`src/hw/textOverlayPkg.sv`:
```
package textOverlayPkg;

    ////////////////////////////////////////////////////////////
    // Raster and cell geometry
    ////////////////////////////////////////////////////////////

    localparam int CountWidth   = 10;
    localparam int ActiveWidth  = 640;
    localparam int ActiveHeight = 480;

    localparam int CellSize    = 40;
    localparam int GridCols    = 16;
    localparam int GridRows    = 12;
    localparam int ColWidth    = $clog2(GridCols);
    localparam int RowWidth    = $clog2(GridRows);
    localparam int OffsetWidth = $clog2(CellSize);

    ////////////////////////////////////////////////////////////
    // Glyph layout
    ////////////////////////////////////////////////////////////

    localparam int BlockSize   = 5;
    localparam int GlyphBlocks = 7;

    // Offsets at or past this edge are outside the glyph
    localparam int GlyphSpan = GlyphBlocks * BlockSize;

    // One extra code so dy/5 up to 7 still fits
    localparam int BlockWidth = $clog2(GlyphBlocks + 1);

    ////////////////////////////////////////////////////////////
    // Text memory and pixel
    ////////////////////////////////////////////////////////////

    localparam int AddrWidth  = 8;
    localparam int DataWidth  = 32;
    localparam int LastGlyph  = 12;
    localparam int CodeWidth  = $clog2(LastGlyph + 1);
    localparam int PixelWidth = 8;

    typedef logic [CountWidth-1:0]  countT;
    typedef logic [OffsetWidth-1:0] offsetT;
    typedef logic [BlockWidth-1:0]  blockT;
    typedef logic [AddrWidth-1:0]   cellAddrT;
    typedef logic [PixelWidth-1:0]  pixelT;

    // Bit 6 is the leftmost block
    typedef logic [GlyphBlocks-1:0] glyphRowT;

    localparam pixelT PixelOn = '1;

endpackage
```
`src/hw/textOverlay.sv`:
```
`timescale 1ns/1ps

module textOverlay import textOverlayPkg::*;
(
    input  logic                 clk,
    input  logic                 reset,
    input  countT                hcount,
    input  countT                vcount,
    output cellAddrT             address,
    input  logic [DataWidth-1:0] data,
    output pixelT                pixel
);

    offsetT   dx;
    offsetT   dy;
    logic     active;
    blockT    blockRow;
    glyphRowT rowBits;

    // Stage 1, cell address out to the text memory
    cellLocator u_locator (
        .clk     (clk),
        .reset   (reset),
        .hcount  (hcount),
        .vcount  (vcount),
        .address (address),
        .dx      (dx),
        .dy      (dy),
        .active  (active)
    );

    glyphRom u_rom (
        .glyphCode (data),
        .blockRow  (blockRow),
        .rowBits   (rowBits)
    );

    // Stage 2, symbol code back from memory
    glyphRasterizer u_raster (
        .clk       (clk),
        .reset     (reset),
        .dx        (dx),
        .dy        (dy),
        .active    (active),
        .glyphCode (data),
        .rowBits   (rowBits),
        .blockRow  (blockRow),
        .pixel     (pixel)
    );

endmodule

```
`src/hw/glyphRasterizer.sv`:
```
`timescale 1ns/1ps

module glyphRasterizer import textOverlayPkg::*;
(
    input  logic                 clk,
    input  logic                 reset,
    input  offsetT               dx,
    input  offsetT               dy,
    input  logic                 active,
    input  logic [DataWidth-1:0] glyphCode,
    input  glyphRowT             rowBits,
    output blockT                blockRow,
    output pixelT                pixel
);

    blockT blockCol;
    blockT bitSel;
    logic  inGlyph;
    logic  lit;

    ////////////////////////////////////////////////////////////
    // Block lookup
    ////////////////////////////////////////////////////////////

    assign blockRow = blockT'(dy / BlockSize);
    assign blockCol = blockT'(dx / BlockSize);

    // Leftmost block sits in the top bit of the row
    assign bitSel = blockT'(GlyphBlocks - 1) - blockCol;

    // Column 0 is the left margin of every cell
    assign inGlyph = (dx != '0)
                  && (dx < offsetT'(GlyphSpan))
                  && (dy < offsetT'(GlyphSpan));

    always_comb
    begin
        lit = 1'b0;
        if (active && inGlyph)
            lit = rowBits[bitSel];
    end

    ////////////////////////////////////////////////////////////
    // Pixel register
    ////////////////////////////////////////////////////////////

    always_ff @(posedge clk)
    begin
        if (reset)
            pixel <= '0;
        else
            pixel <= lit ? PixelOn : '0;
    end

endmodule

```
`src/hw/glyphRom.sv`:
```
`timescale 1ns/1ps

module glyphRom import textOverlayPkg::*;
(
    input  logic [DataWidth-1:0] glyphCode,
    input  blockT                blockRow,
    output glyphRowT             rowBits
);

    logic [CodeWidth-1:0] glyphIdx;

    ////////////////////////////////////////////////////////////
    // Bitmaps, top row first
    ////////////////////////////////////////////////////////////

    localparam glyphRowT GlyphTable [LastGlyph+1][GlyphBlocks] = '{
        // Space
        '{default: '0},
        // A
        '{7'b0111110,
          7'b1000001,
          7'b1000001,
          7'b1000001,
          7'b1111111,
          7'b1000001,
          7'b1000001},
        // B
        '{7'b1111110,
          7'b1000001,
          7'b1000001,
          7'b1111111,
          7'b1000001,
          7'b1000001,
          7'b1111110},
        // C
        '{7'b1111111,
          7'b1000000,
          7'b1000000,
          7'b1000000,
          7'b1000000,
          7'b1000000,
          7'b1111111},
        // D
        '{7'b1111110,
          7'b1000001,
          7'b1000001,
          7'b1000001,
          7'b1000001,
          7'b1000001,
          7'b1111110},
        // E, middle bar one block short
        '{7'b1111111,
          7'b1000000,
          7'b1000000,
          7'b1111100,
          7'b1000000,
          7'b1000000,
          7'b1111111},
        // F
        '{7'b1111111,
          7'b1000000,
          7'b1000000,
          7'b1111111,
          7'b1000000,
          7'b1000000,
          7'b1000000},
        // G
        '{7'b1111111,
          7'b1000000,
          7'b1000000,
          7'b1111111,
          7'b1000001,
          7'b1000001,
          7'b1111111},
        // H
        '{7'b1000001,
          7'b1000001,
          7'b1000001,
          7'b1111111,
          7'b1000001,
          7'b1000001,
          7'b1000001},
        // I
        '{7'b1111111,
          7'b0001000,
          7'b0001000,
          7'b0001000,
          7'b0001000,
          7'b0001000,
          7'b1111111},
        // J
        '{7'b1111111,
          7'b0001000,
          7'b0001000,
          7'b1001000,
          7'b1001000,
          7'b1001000,
          7'b1111000},
        // K
        '{7'b1000001,
          7'b1000010,
          7'b1000100,
          7'b1111000,
          7'b1000100,
          7'b1000010,
          7'b1000001},
        // L
        '{7'b1000000,
          7'b1000000,
          7'b1000000,
          7'b1000000,
          7'b1000000,
          7'b1000000,
          7'b1111111}
    };

    assign glyphIdx = glyphCode[CodeWidth-1:0];

    // Unknown codes and the row below the glyph read as empty
    always_comb
    begin
        rowBits = '0;
        if ((glyphCode <= DataWidth'(LastGlyph)) && (blockRow < BlockWidth'(GlyphBlocks)))
            rowBits = GlyphTable[glyphIdx][blockRow];
    end

endmodule

```
`src/hw/cellLocator.sv`:
```
`timescale 1ns/1ps

module cellLocator import textOverlayPkg::*;
(
    input  logic     clk,
    input  logic     reset,
    input  countT    hcount,
    input  countT    vcount,
    output cellAddrT address,
    output offsetT   dx,
    output offsetT   dy,
    output logic     active
);

    logic [ColWidth-1:0] colIdx;
    logic [RowWidth-1:0] rowIdx;
    countT               colBase;
    countT               rowBase;
    logic                inArea;

    ////////////////////////////////////////////////////////////
    // Cell search
    ////////////////////////////////////////////////////////////

    // Last multiple of the cell size not above the count wins
    always_comb
    begin
        colIdx  = '0;
        colBase = '0;
        for (int c = 1; c < GridCols; c++)
        begin
            if (hcount >= countT'(c * CellSize))
            begin
                colIdx  = ColWidth'(c);
                colBase = countT'(c * CellSize);
            end
        end
    end

    always_comb
    begin
        rowIdx  = '0;
        rowBase = '0;
        for (int r = 1; r < GridRows; r++)
        begin
            if (vcount >= countT'(r * CellSize))
            begin
                rowIdx  = RowWidth'(r);
                rowBase = countT'(r * CellSize);
            end
        end
    end

    assign inArea = (hcount < countT'(ActiveWidth)) && (vcount < countT'(ActiveHeight));

    ////////////////////////////////////////////////////////////
    // Output stage
    ////////////////////////////////////////////////////////////

    always_ff @(posedge clk)
    begin
        if (reset)
        begin
            address <= '0;
            dx      <= '0;
            dy      <= '0;
            active  <= 1'b0;
        end
        else
        begin
            address <= cellAddrT'(rowIdx * GridCols + colIdx);
            // Only meaningful inside the active area
            dx      <= offsetT'(hcount - colBase);
            dy      <= offsetT'(vcount - rowBase);
            active  <= inArea;
        end
    end

endmodule

```
`config.mk`:
```
export PLATFORM = sky130hd
export DESIGN_NAME = textOverlay
export DESIGN_NICKNAME = d
export VERILOG_FILES = /design/src/hw/textOverlayPkg.sv /design/src/hw/textOverlay.sv /design/src/hw/glyphRasterizer.sv /design/src/hw/glyphRom.sv /design/src/hw/cellLocator.sv
export SDC_FILE = /design/constraint.sdc
export NUM_CORES = 1
export LEC_CHECK = 0
export BUFFER_PORTS_ARGS = -buffer_cell sky130_fd_sc_hd__buf_2
export CAP_MARGIN = 20
export CELL_PAD_IN_SITES_DETAIL_PLACEMENT = 0
export CELL_PAD_IN_SITES_GLOBAL_PLACEMENT = 1
export CORE_UTILIZATION = 40
export CTS_CLUSTER_DIAMETER = 100
export DETAILED_ROUTE_END_ITERATION = 10
export PLACE_DENSITY_LB_ADDON = 0.1
export SKIP_CTS_REPAIR_TIMING = 1
export SLEW_MARGIN = 20
export SYNTH_ARGS = -nofsm -noshare
export SYNTH_HDL_FRONTEND = slang
export SYNTH_HIERARCHICAL = 1
export SYNTH_SLANG_ARGS = --single-unit
```
`constraint.sdc`:
```
create_clock -name clk -period 5.42 [get_ports clk]
set_input_delay 0 -clock clk [delete_from_list [all_inputs] [get_ports clk]]
set_output_delay 0 -clock clk [all_outputs]
set_load 0.05 [all_outputs]
```
; Word-level counts from Yosys, hierarchy flattened
; Memory sizes are Yosys's and may differ from the RTL's.
; Index checks and enable logic that the tools add are counted.
[word_totals]
reg_bits = 29
mem_bits_ro = 784
out_inout_bits = 16
word_cells = 117
mem_count = 1
[op_classes]
addsub = 4
n_div = 2
magnitude_cmp = 35
n_mux = 62
bitwise_logic = 2
n_reduce_logical = 6
[mem_list]
columns = memory, words, word_bits, rd, rd_ports_with_merged_regs, wr, line
row1 = (name not given), 16, 49, 1, 0, 0, glyphRom.sv:124  ; rowBits = GlyphTable[glyphIdx][blockRow];
[ops]
columns = cell, n
row1 = two-way mux 6 bit, 26
row2 = >= comparator 10 x 9 -> 1 bit (second input constant), 11
row3 = two-way mux 49 bit, 2
row4 = divider 6 x 3 -> 32 bit (second input constant), 2
row5 = >= comparator 10 x 8 -> 1 bit (second input constant), 6
row6 = two-way mux 4 bit, 12
row7 = >= comparator 10 x 7 -> 1 bit (second input constant), 4
row8 = <= comparator 32 x 4 -> 1 bit (second input constant), 1
row9 = >= comparator 10 bit (second input constant), 3
row10 = two-way mux 3 bit, 8
row11 = binary-select mux 7 bit (select 3 bit), 1
row12 = two-way mux 7 bit, 3
row13 = >= comparator 10 x 6 -> 1 bit (second input constant), 2
row14 = < comparator 6 bit (second input constant), 2
row15 = subtractor 6 bit, 2
row16 = < comparator 10 bit (second input constant), 1
row17 = < comparator 10 x 9 -> 1 bit (second input constant), 1
row18 = adder 8 x 4 -> 8 bit, 1
row19 = two-way mux 2 bit, 4
row20 = two-way mux 8 bit, 1
row21 = nonzero test 6 bit, 1
row22 = >= comparator 5 bit (second input constant), 1
row23 = logical AND 1 bit, 5
row24 = NOT 4 -> 5 bit, 1
row25 = other kinds (7), 10

; Depth between registers and ports, before layout
[depth]
depth_word = 17
mapped_depth = 25

; By module
; Netlist, hierarchy kept.
[by_module_without_submodules]
columns = mod, instances, cells_per_inst, area_each_um2, seq_area_each_um2
row1 = cellLocator, 1, 183, 1417.6, 420.4
row2 = glyphRasterizer, 1, 193, 1413.9, 20.0
row3 = glyphRom, 1, 105, 690.7, 0.0

; Worst setup path after synthesis
; No wires, ideal clock.
[synth_timing]
kind = reg-to-reg
start = register u_locator.dx[3]
end = register u_raster.pixel[6]
arrival_time_ps = 4463
required_ps = 5298
setup_slack_ps = 835
stages_incl_launch_ff = 22
path_buffers = 1
period_less_slack_ps = 4585
cell_sequence = dfxtp_1 -> buf_6 -> nor2_2 -> inv_1 -> ha_1 -> nand2b_1 -> nor4_2 -> o21ai_0 -> o21ai_0 -> a21oi_1 -> ha_1 -> and4b_1 -> a32o_1 -> o2bb2ai_2 -> nand2_2 -> or2_4 -> a2111oi_4 -> o211ai_2 -> ha_1 -> mux4_2 -> nand2_1 -> mux2i_1
[synth_between]
elab_chain_len = 6
word_cells_on_any_way = 11
cone_classes = add/sub (1) / div (1) / order compare (1) / mux (4) / reduce/logical (4)
[synth_rtl]
columns = item, line
row1 = from (decl), cellLocator.sv:10  ; output offsetT dx,
row2 = from (signal assigned), cellLocator.sv:73  ; dx <= offsetT'(hcount - colBase);
row3 = divider 6 x 3 -> 32 bit (tied with other cells), glyphRasterizer.sv:26  ; assign blockCol = blockT'(dx / BlockSize);
row4 = subtractor 3 bit or logical AND 1 bit (tied branches), "glyphRasterizer.sv:29, glyphRasterizer.sv:33"
row5 = binary-select mux 1 bit (select 3 bit) or logical AND 1 bit (tied branches), "glyphRasterizer.sv:40, glyphRasterizer.sv:34"
row6 = two-way mux 1 bit (implied by the code) or logical AND 1 bit (tied branches), "glyphRasterizer.sv:40, glyphRasterizer.sv:39"
row7 = two-way mux 1 bit (*), glyphRasterizer.sv:39  ; if (active && inGlyph)
row8 = two-way mux 8 bit (*), glyphRasterizer.sv:52  ; pixel <= lit ? PixelOn : '0;
row9 = to (signal assigned), glyphRasterizer.sv:52
row10 = to (decl), glyphRasterizer.sv:13  ; output pixelT pixel
; Mark *: on every way between the ends. The rest lies on a longest branch, timed or not. The select of a mux whose other input is x is not followed.
; A chain may end at the register's enable or synchronous reset.

; Final worst setup path
[layout_timing]
start = register u_locator.dy[4]
end = register u_raster.pixel[6]
[layout_between]
elab_chain_len = 10
word_cells_on_any_way = 15
cone_classes = div (1) / order compare (2) / mux (8) / bitwise (1) / reduce/logical (3)
[layout_rtl]
columns = item, line
row1 = from (decl), cellLocator.sv:11  ; output offsetT dy,
row2 = from (signal assigned), cellLocator.sv:74  ; dy <= offsetT'(vcount - rowBase);
row3 = divider 6 x 3 -> 32 bit (*), glyphRasterizer.sv:25  ; assign blockRow = blockT'(dy / BlockSize);
row4 = named net blockRow[2], textOverlay.sv:17  ; blockT blockRow;
row5 = NOT 3 -> 4 bit (implied by the code), glyphRom.sv:124
row6 = binary-select mux 7 bit (select 3 bit), glyphRom.sv:124
row7 = two-way mux 7 bit (implied by the code) (2 in a row), glyphRom.sv:124
row8 = two-way mux 7 bit (*), glyphRom.sv:123  ; if ((glyphCode <= DataWidth'(LastGlyph)) && (blockRow < BlockWidth'(GlyphBlocks)))
row9 = named net rowBits[0], textOverlay.sv:18  ; glyphRowT rowBits;
row10 = binary-select mux 1 bit (select 3 bit) (*), glyphRasterizer.sv:40  ; lit = rowBits[bitSel];
row11 = two-way mux 1 bit (implied by the code) (*), glyphRasterizer.sv:40
row12 = two-way mux 1 bit (*), glyphRasterizer.sv:39
row13 = two-way mux 8 bit (*), glyphRasterizer.sv:52
; The timed path passes the listed nets; every way through them passes the cells marked *. The select of a mux whose other input is x is not followed.

==> results summary <==
The flow ran to the end, and the final reports show no timing, DRC or antenna violations. The initial antenna violation count came out at 0. The cell internal power dissipation came out at roughly 0.5 mW.

The worst register-to-register path begins at u_locator/dy[4]. The net count after synthesis is roughly 550. The number of enable-type register cells in the synthesized netlist is 0. The area inside the core boundary is approximately 8400 µm². The count of vias placed by the detailed router is approximately 3800. The switching share of power is approximately 44%.

STA classifies the critical path startpoint as a register. The cell area power density is about 220 nW/µm². The synthesized-area fraction occupied by xor and xnor cells is under 10%.

After synthesis the netlist holds a flip-flop and latch count of 22. By area the synthesized netlist is led by dfxtp_1, ha_1, a21oi_1. In this run the tool buffered the top-level ports with 69 buffer cells. The worst setup path is captured at a register. The uppermost layer routed is met4. The post-synthesis to final-layout area growth is 12.2%. The combinational cell fraction of total power came out at about three fifths. The min-delay analysis places its worst path in the category primary input to register.

The final critical-path required period is around 5 ns. The count of cells in the finished layout, fillers not included, comes to roughly 630. The largest vdd supply drop came out at around 110 µV.

Clock tree synthesis found a total of 22 sinks. The leakage component of the power came out at ~1.6 nW. Measured along the y axis, the die boundary spans ~96 µm. For this run the aggregate overflow at the end of global routing stands at 0.

At the pin with the least slew margin, the transition time is approximately 0.54 ns. After layout, the worst path uses around nine tenths of the clock period. Wire segments on met3 add up to 404 µm in the final route. The number of distinct library cells after synthesis came out at 90. Summing the areas of all fa, ha and maj instances in the mapped netlist gives roughly 7.6% of the synthesized area.

The effective utilization at floorplan came out at a little over two fifths. The first-pass GRT wire length is between 15000 and 20000 µm. The synthesis warning total is 6.

The count of nets left with antenna violations once routing finished came out at 0. The via count normalized by instance count came out at about 6. TritonCTS built the clock tree. The later pin in the worst-skew pair is clocked with a latency of between 0.2 and 0.3 ns.

In the synthesized netlist the async set-or-reset flop fraction comes to 0%. The total met2 wirelength after detailed routing came out at 4540 µm. By area, the combinational part of the netlist is dominated by compound AO/OA/AOI/OAI gates. The internal reg-to-reg setup slack is about 0.44 ns. The reg-to-reg critical path endpoint is u_raster/pixel[6]. By instance count, the leading cell after synthesis is nor2_1.

Buffers inserted during clock tree synthesis total 3. The DRC violation count after routing is 0. The maximum number of pins on one net before global-route repair is 24. The final count of pins violating max slew came out at 0. Global routing consumed, over all layers together, roughly a fifth of the routing resources.

The most critical setup path has its startpoint at u_locator/dy[4]. The number of top-level pins came out at 70. The average routed wire per standard cell came out at 14.7 µm. The HPWL after detailed placement is about 6900 µm. The number of antenna diodes in the final layout is 0. The sequential cell fraction of total power is a little over a fifth. The wire length on met1 is roughly 4300 µm. After technology mapping, the gate count stands at between 400 and 500. Summing the areas of all compound-gate instances in the mapped netlist gives 37.6% of the synthesized area. The worst clock skew on the final layout is roughly 0.0086 ns. The deepest clock path buffer count is 2.

The synthesized netlist devotes 26.9% of its cell area to simple gates. The number of levels the H-tree was split into is 1. The arrival time at the worst endpoint is ~5 ns.

The setup total negative slack is 0 ns. The clock network accounts for roughly 18% of the total power. The number of placement rows came out at 33.

For this run, the register share of the synthesized area comes to about an eighth. Along the worst hold path, the cell count comes to 2. The largest total area in the synthesized netlist belongs to dfxtp_1.

In the synthesized netlist, mux cells make up 2.20% of the area. The proportion of layout cells with a drive suffix above 1 is 23.1%. Summing every instance area after synthesis gives roughly 3500 µm².

The final wirelength came out at 9320 µm. The achievable clock frequency came out at 0.201 GHz. Clock-pin slew was measured on the worst setup and hold paths at about 0.090 ns.

The post-placement cell count is ~620. The tool flagged a number of max-cap violations equal to 0. The biggest fanout along the worst timing path came out at 10. The data required time of the critical path is about 5.6 ns.

The switching power total is approximately 0.38 mW. Among all flip-flop cells after synthesis, the most frequent one is dfxtp_1. A synthesized cell averages ~7.3 µm². The area fraction of the dominant cell type after synthesis came out at about an eighth. Measured in cells, the most critical reg-to-reg path has a length of 21. The detailed-router iteration count before antenna repair came out at 5.

The number of DRC markers in iteration 0 is approximately 190. The worst hold path begins at vcount[9]. The count of final setup violators is 0.

The hold violation total from the final report was 0. Measured against its own limit, the worst slew margin works out to around 64%. The worst hold endpoint is u_locator/active. The via count of the first global-routing pass came out at between 3000 and 4000. The die width came out at 95.8 µm. The final layout contains 599 nets. Clock tree synthesis selected as its root buffer the cell clkbuf_8. The worst setup path is of the register to register kind.

At the end of routability-driven placement, the weighted congestion stood at 0.924. The floorplan die area is 9180 µm². By count the netlist is led by nor2_1, nand2_1, inv_1, a21oi_1, o21ai_0.
worst max path at each step:
stage / to / slack (ns) / depth (start not counted)
finish: u_raster/pixel[6] / 0.44 / 21
global route: u_raster/pixel[6] / -0.009 / 21
CTS: u_raster/pixel[6] / 0.27 / 21
detailed placement: u_raster/pixel[6] / 0.26 / 21
global placement: u_raster/pixel[6] / 0.42 / 21
floorplan: u_raster/pixel[6] / 0.83 / 21
cells in the final DEF (no fill, tap or decap), drive strengths merged, types with 14 or more instances in the layout:
master,instances
inv,34
a211oi,14
dfxtp,22
o21ai,33
buf,79
ha,14
nand2,38
nor3,14
nor2b,21
a21oi,33
nor2,39
nand2b,14
state kept, by name (all words and copies together) (netlist names):
signal / cells
u_raster/pixel: 1
u_locator/dy: 6
u_locator/dx: 6
u_locator/address: 8
u_locator/active: 1
critical path, stage by stage, from the launching register on:
cell	delay, ns
dfxtp_1	0.41
nor2_2	0.21
inv_1	0.06
ha_1	0.34
o31a_1	0.34
a21oi_2	0.24
inv_2	0.07
xnor2_1	0.18
ha_1	0.21
maj3_1	0.35
a211oi_2	0.31
o211ai_2	0.16
o32ai_1	0.17
o2111ai_2	0.27
buf_4	0.23
nor2_1	0.21
o221ai_1	0.16
a211oi_1	0.25
a311oi_1	0.09
mux4_2	0.47
nand2_1	0.08
mux2i_1	0.06
power groups by stage:
stage / sequential (mW) / combinational (mW) / clock (mW)
after floorplan: 0.202 / 0.400 / 0
after global placement: 0.191 / 0.512 / 0
after detailed placement: 0.191 / 0.514 / 0
after CTS: 0.188 / 0.516 / 0.161
after global routing: 0.191 / 0.582 / 0.166
final: 0.188 / 0.527 / 0.156
logic make-up (layout without fill, tap and decap cells):
family	Yosys count	in the layout
AO/OA/AOI/OAI	172	172
multiplexers	6	6
AND/OR/NAND/NOR	176	176
adder cells (fa/ha/maj)	21	21
flip-flops	22	22
XOR/XNOR	8	8
buffers and inverters	76	123
per-stage QoR:
stage | cell area (µm²) | worst slack (ns) | power, mW | utilization [%] | hold slack [ns]
after floorplan | 3520 | 0.835 | 0.602 | - | 0.0785
after global placement | 3810 | 0.422 | 0.703 | 45.4 | 0.208
after detailed placement | 3810 | 0.257 | 0.706 | 45.4 | 0.213
after CTS | 3880 | 0.267 | 0.865 | 46.3 | -0.0727
after global routing | 3950 | -0.00907 | 0.938 | 47.2 | 0.00735
final | 3950 | 0.443 | 0.871 | 47.2 | 0.0140
layout make-up:
class	count	area [µm²]
fillers	870	4430
multi-input cells	383	2700
repair buffers	85	480
flip-flops and latches	22	440
well taps	105	131
inverters	34	128
clock buffers	3	41.3
clock inverters	1	30.0
per-layer routing:
layer | vias up | GRT usage, %
met2 | 112 | 34.6
met3 | 12 | 2.21
met4 | 0 | 4.85
met5 | - | 0
li1 | 1882 | -
met1 | 1783 | 27.9
Power figures use the tool's default switching activity.
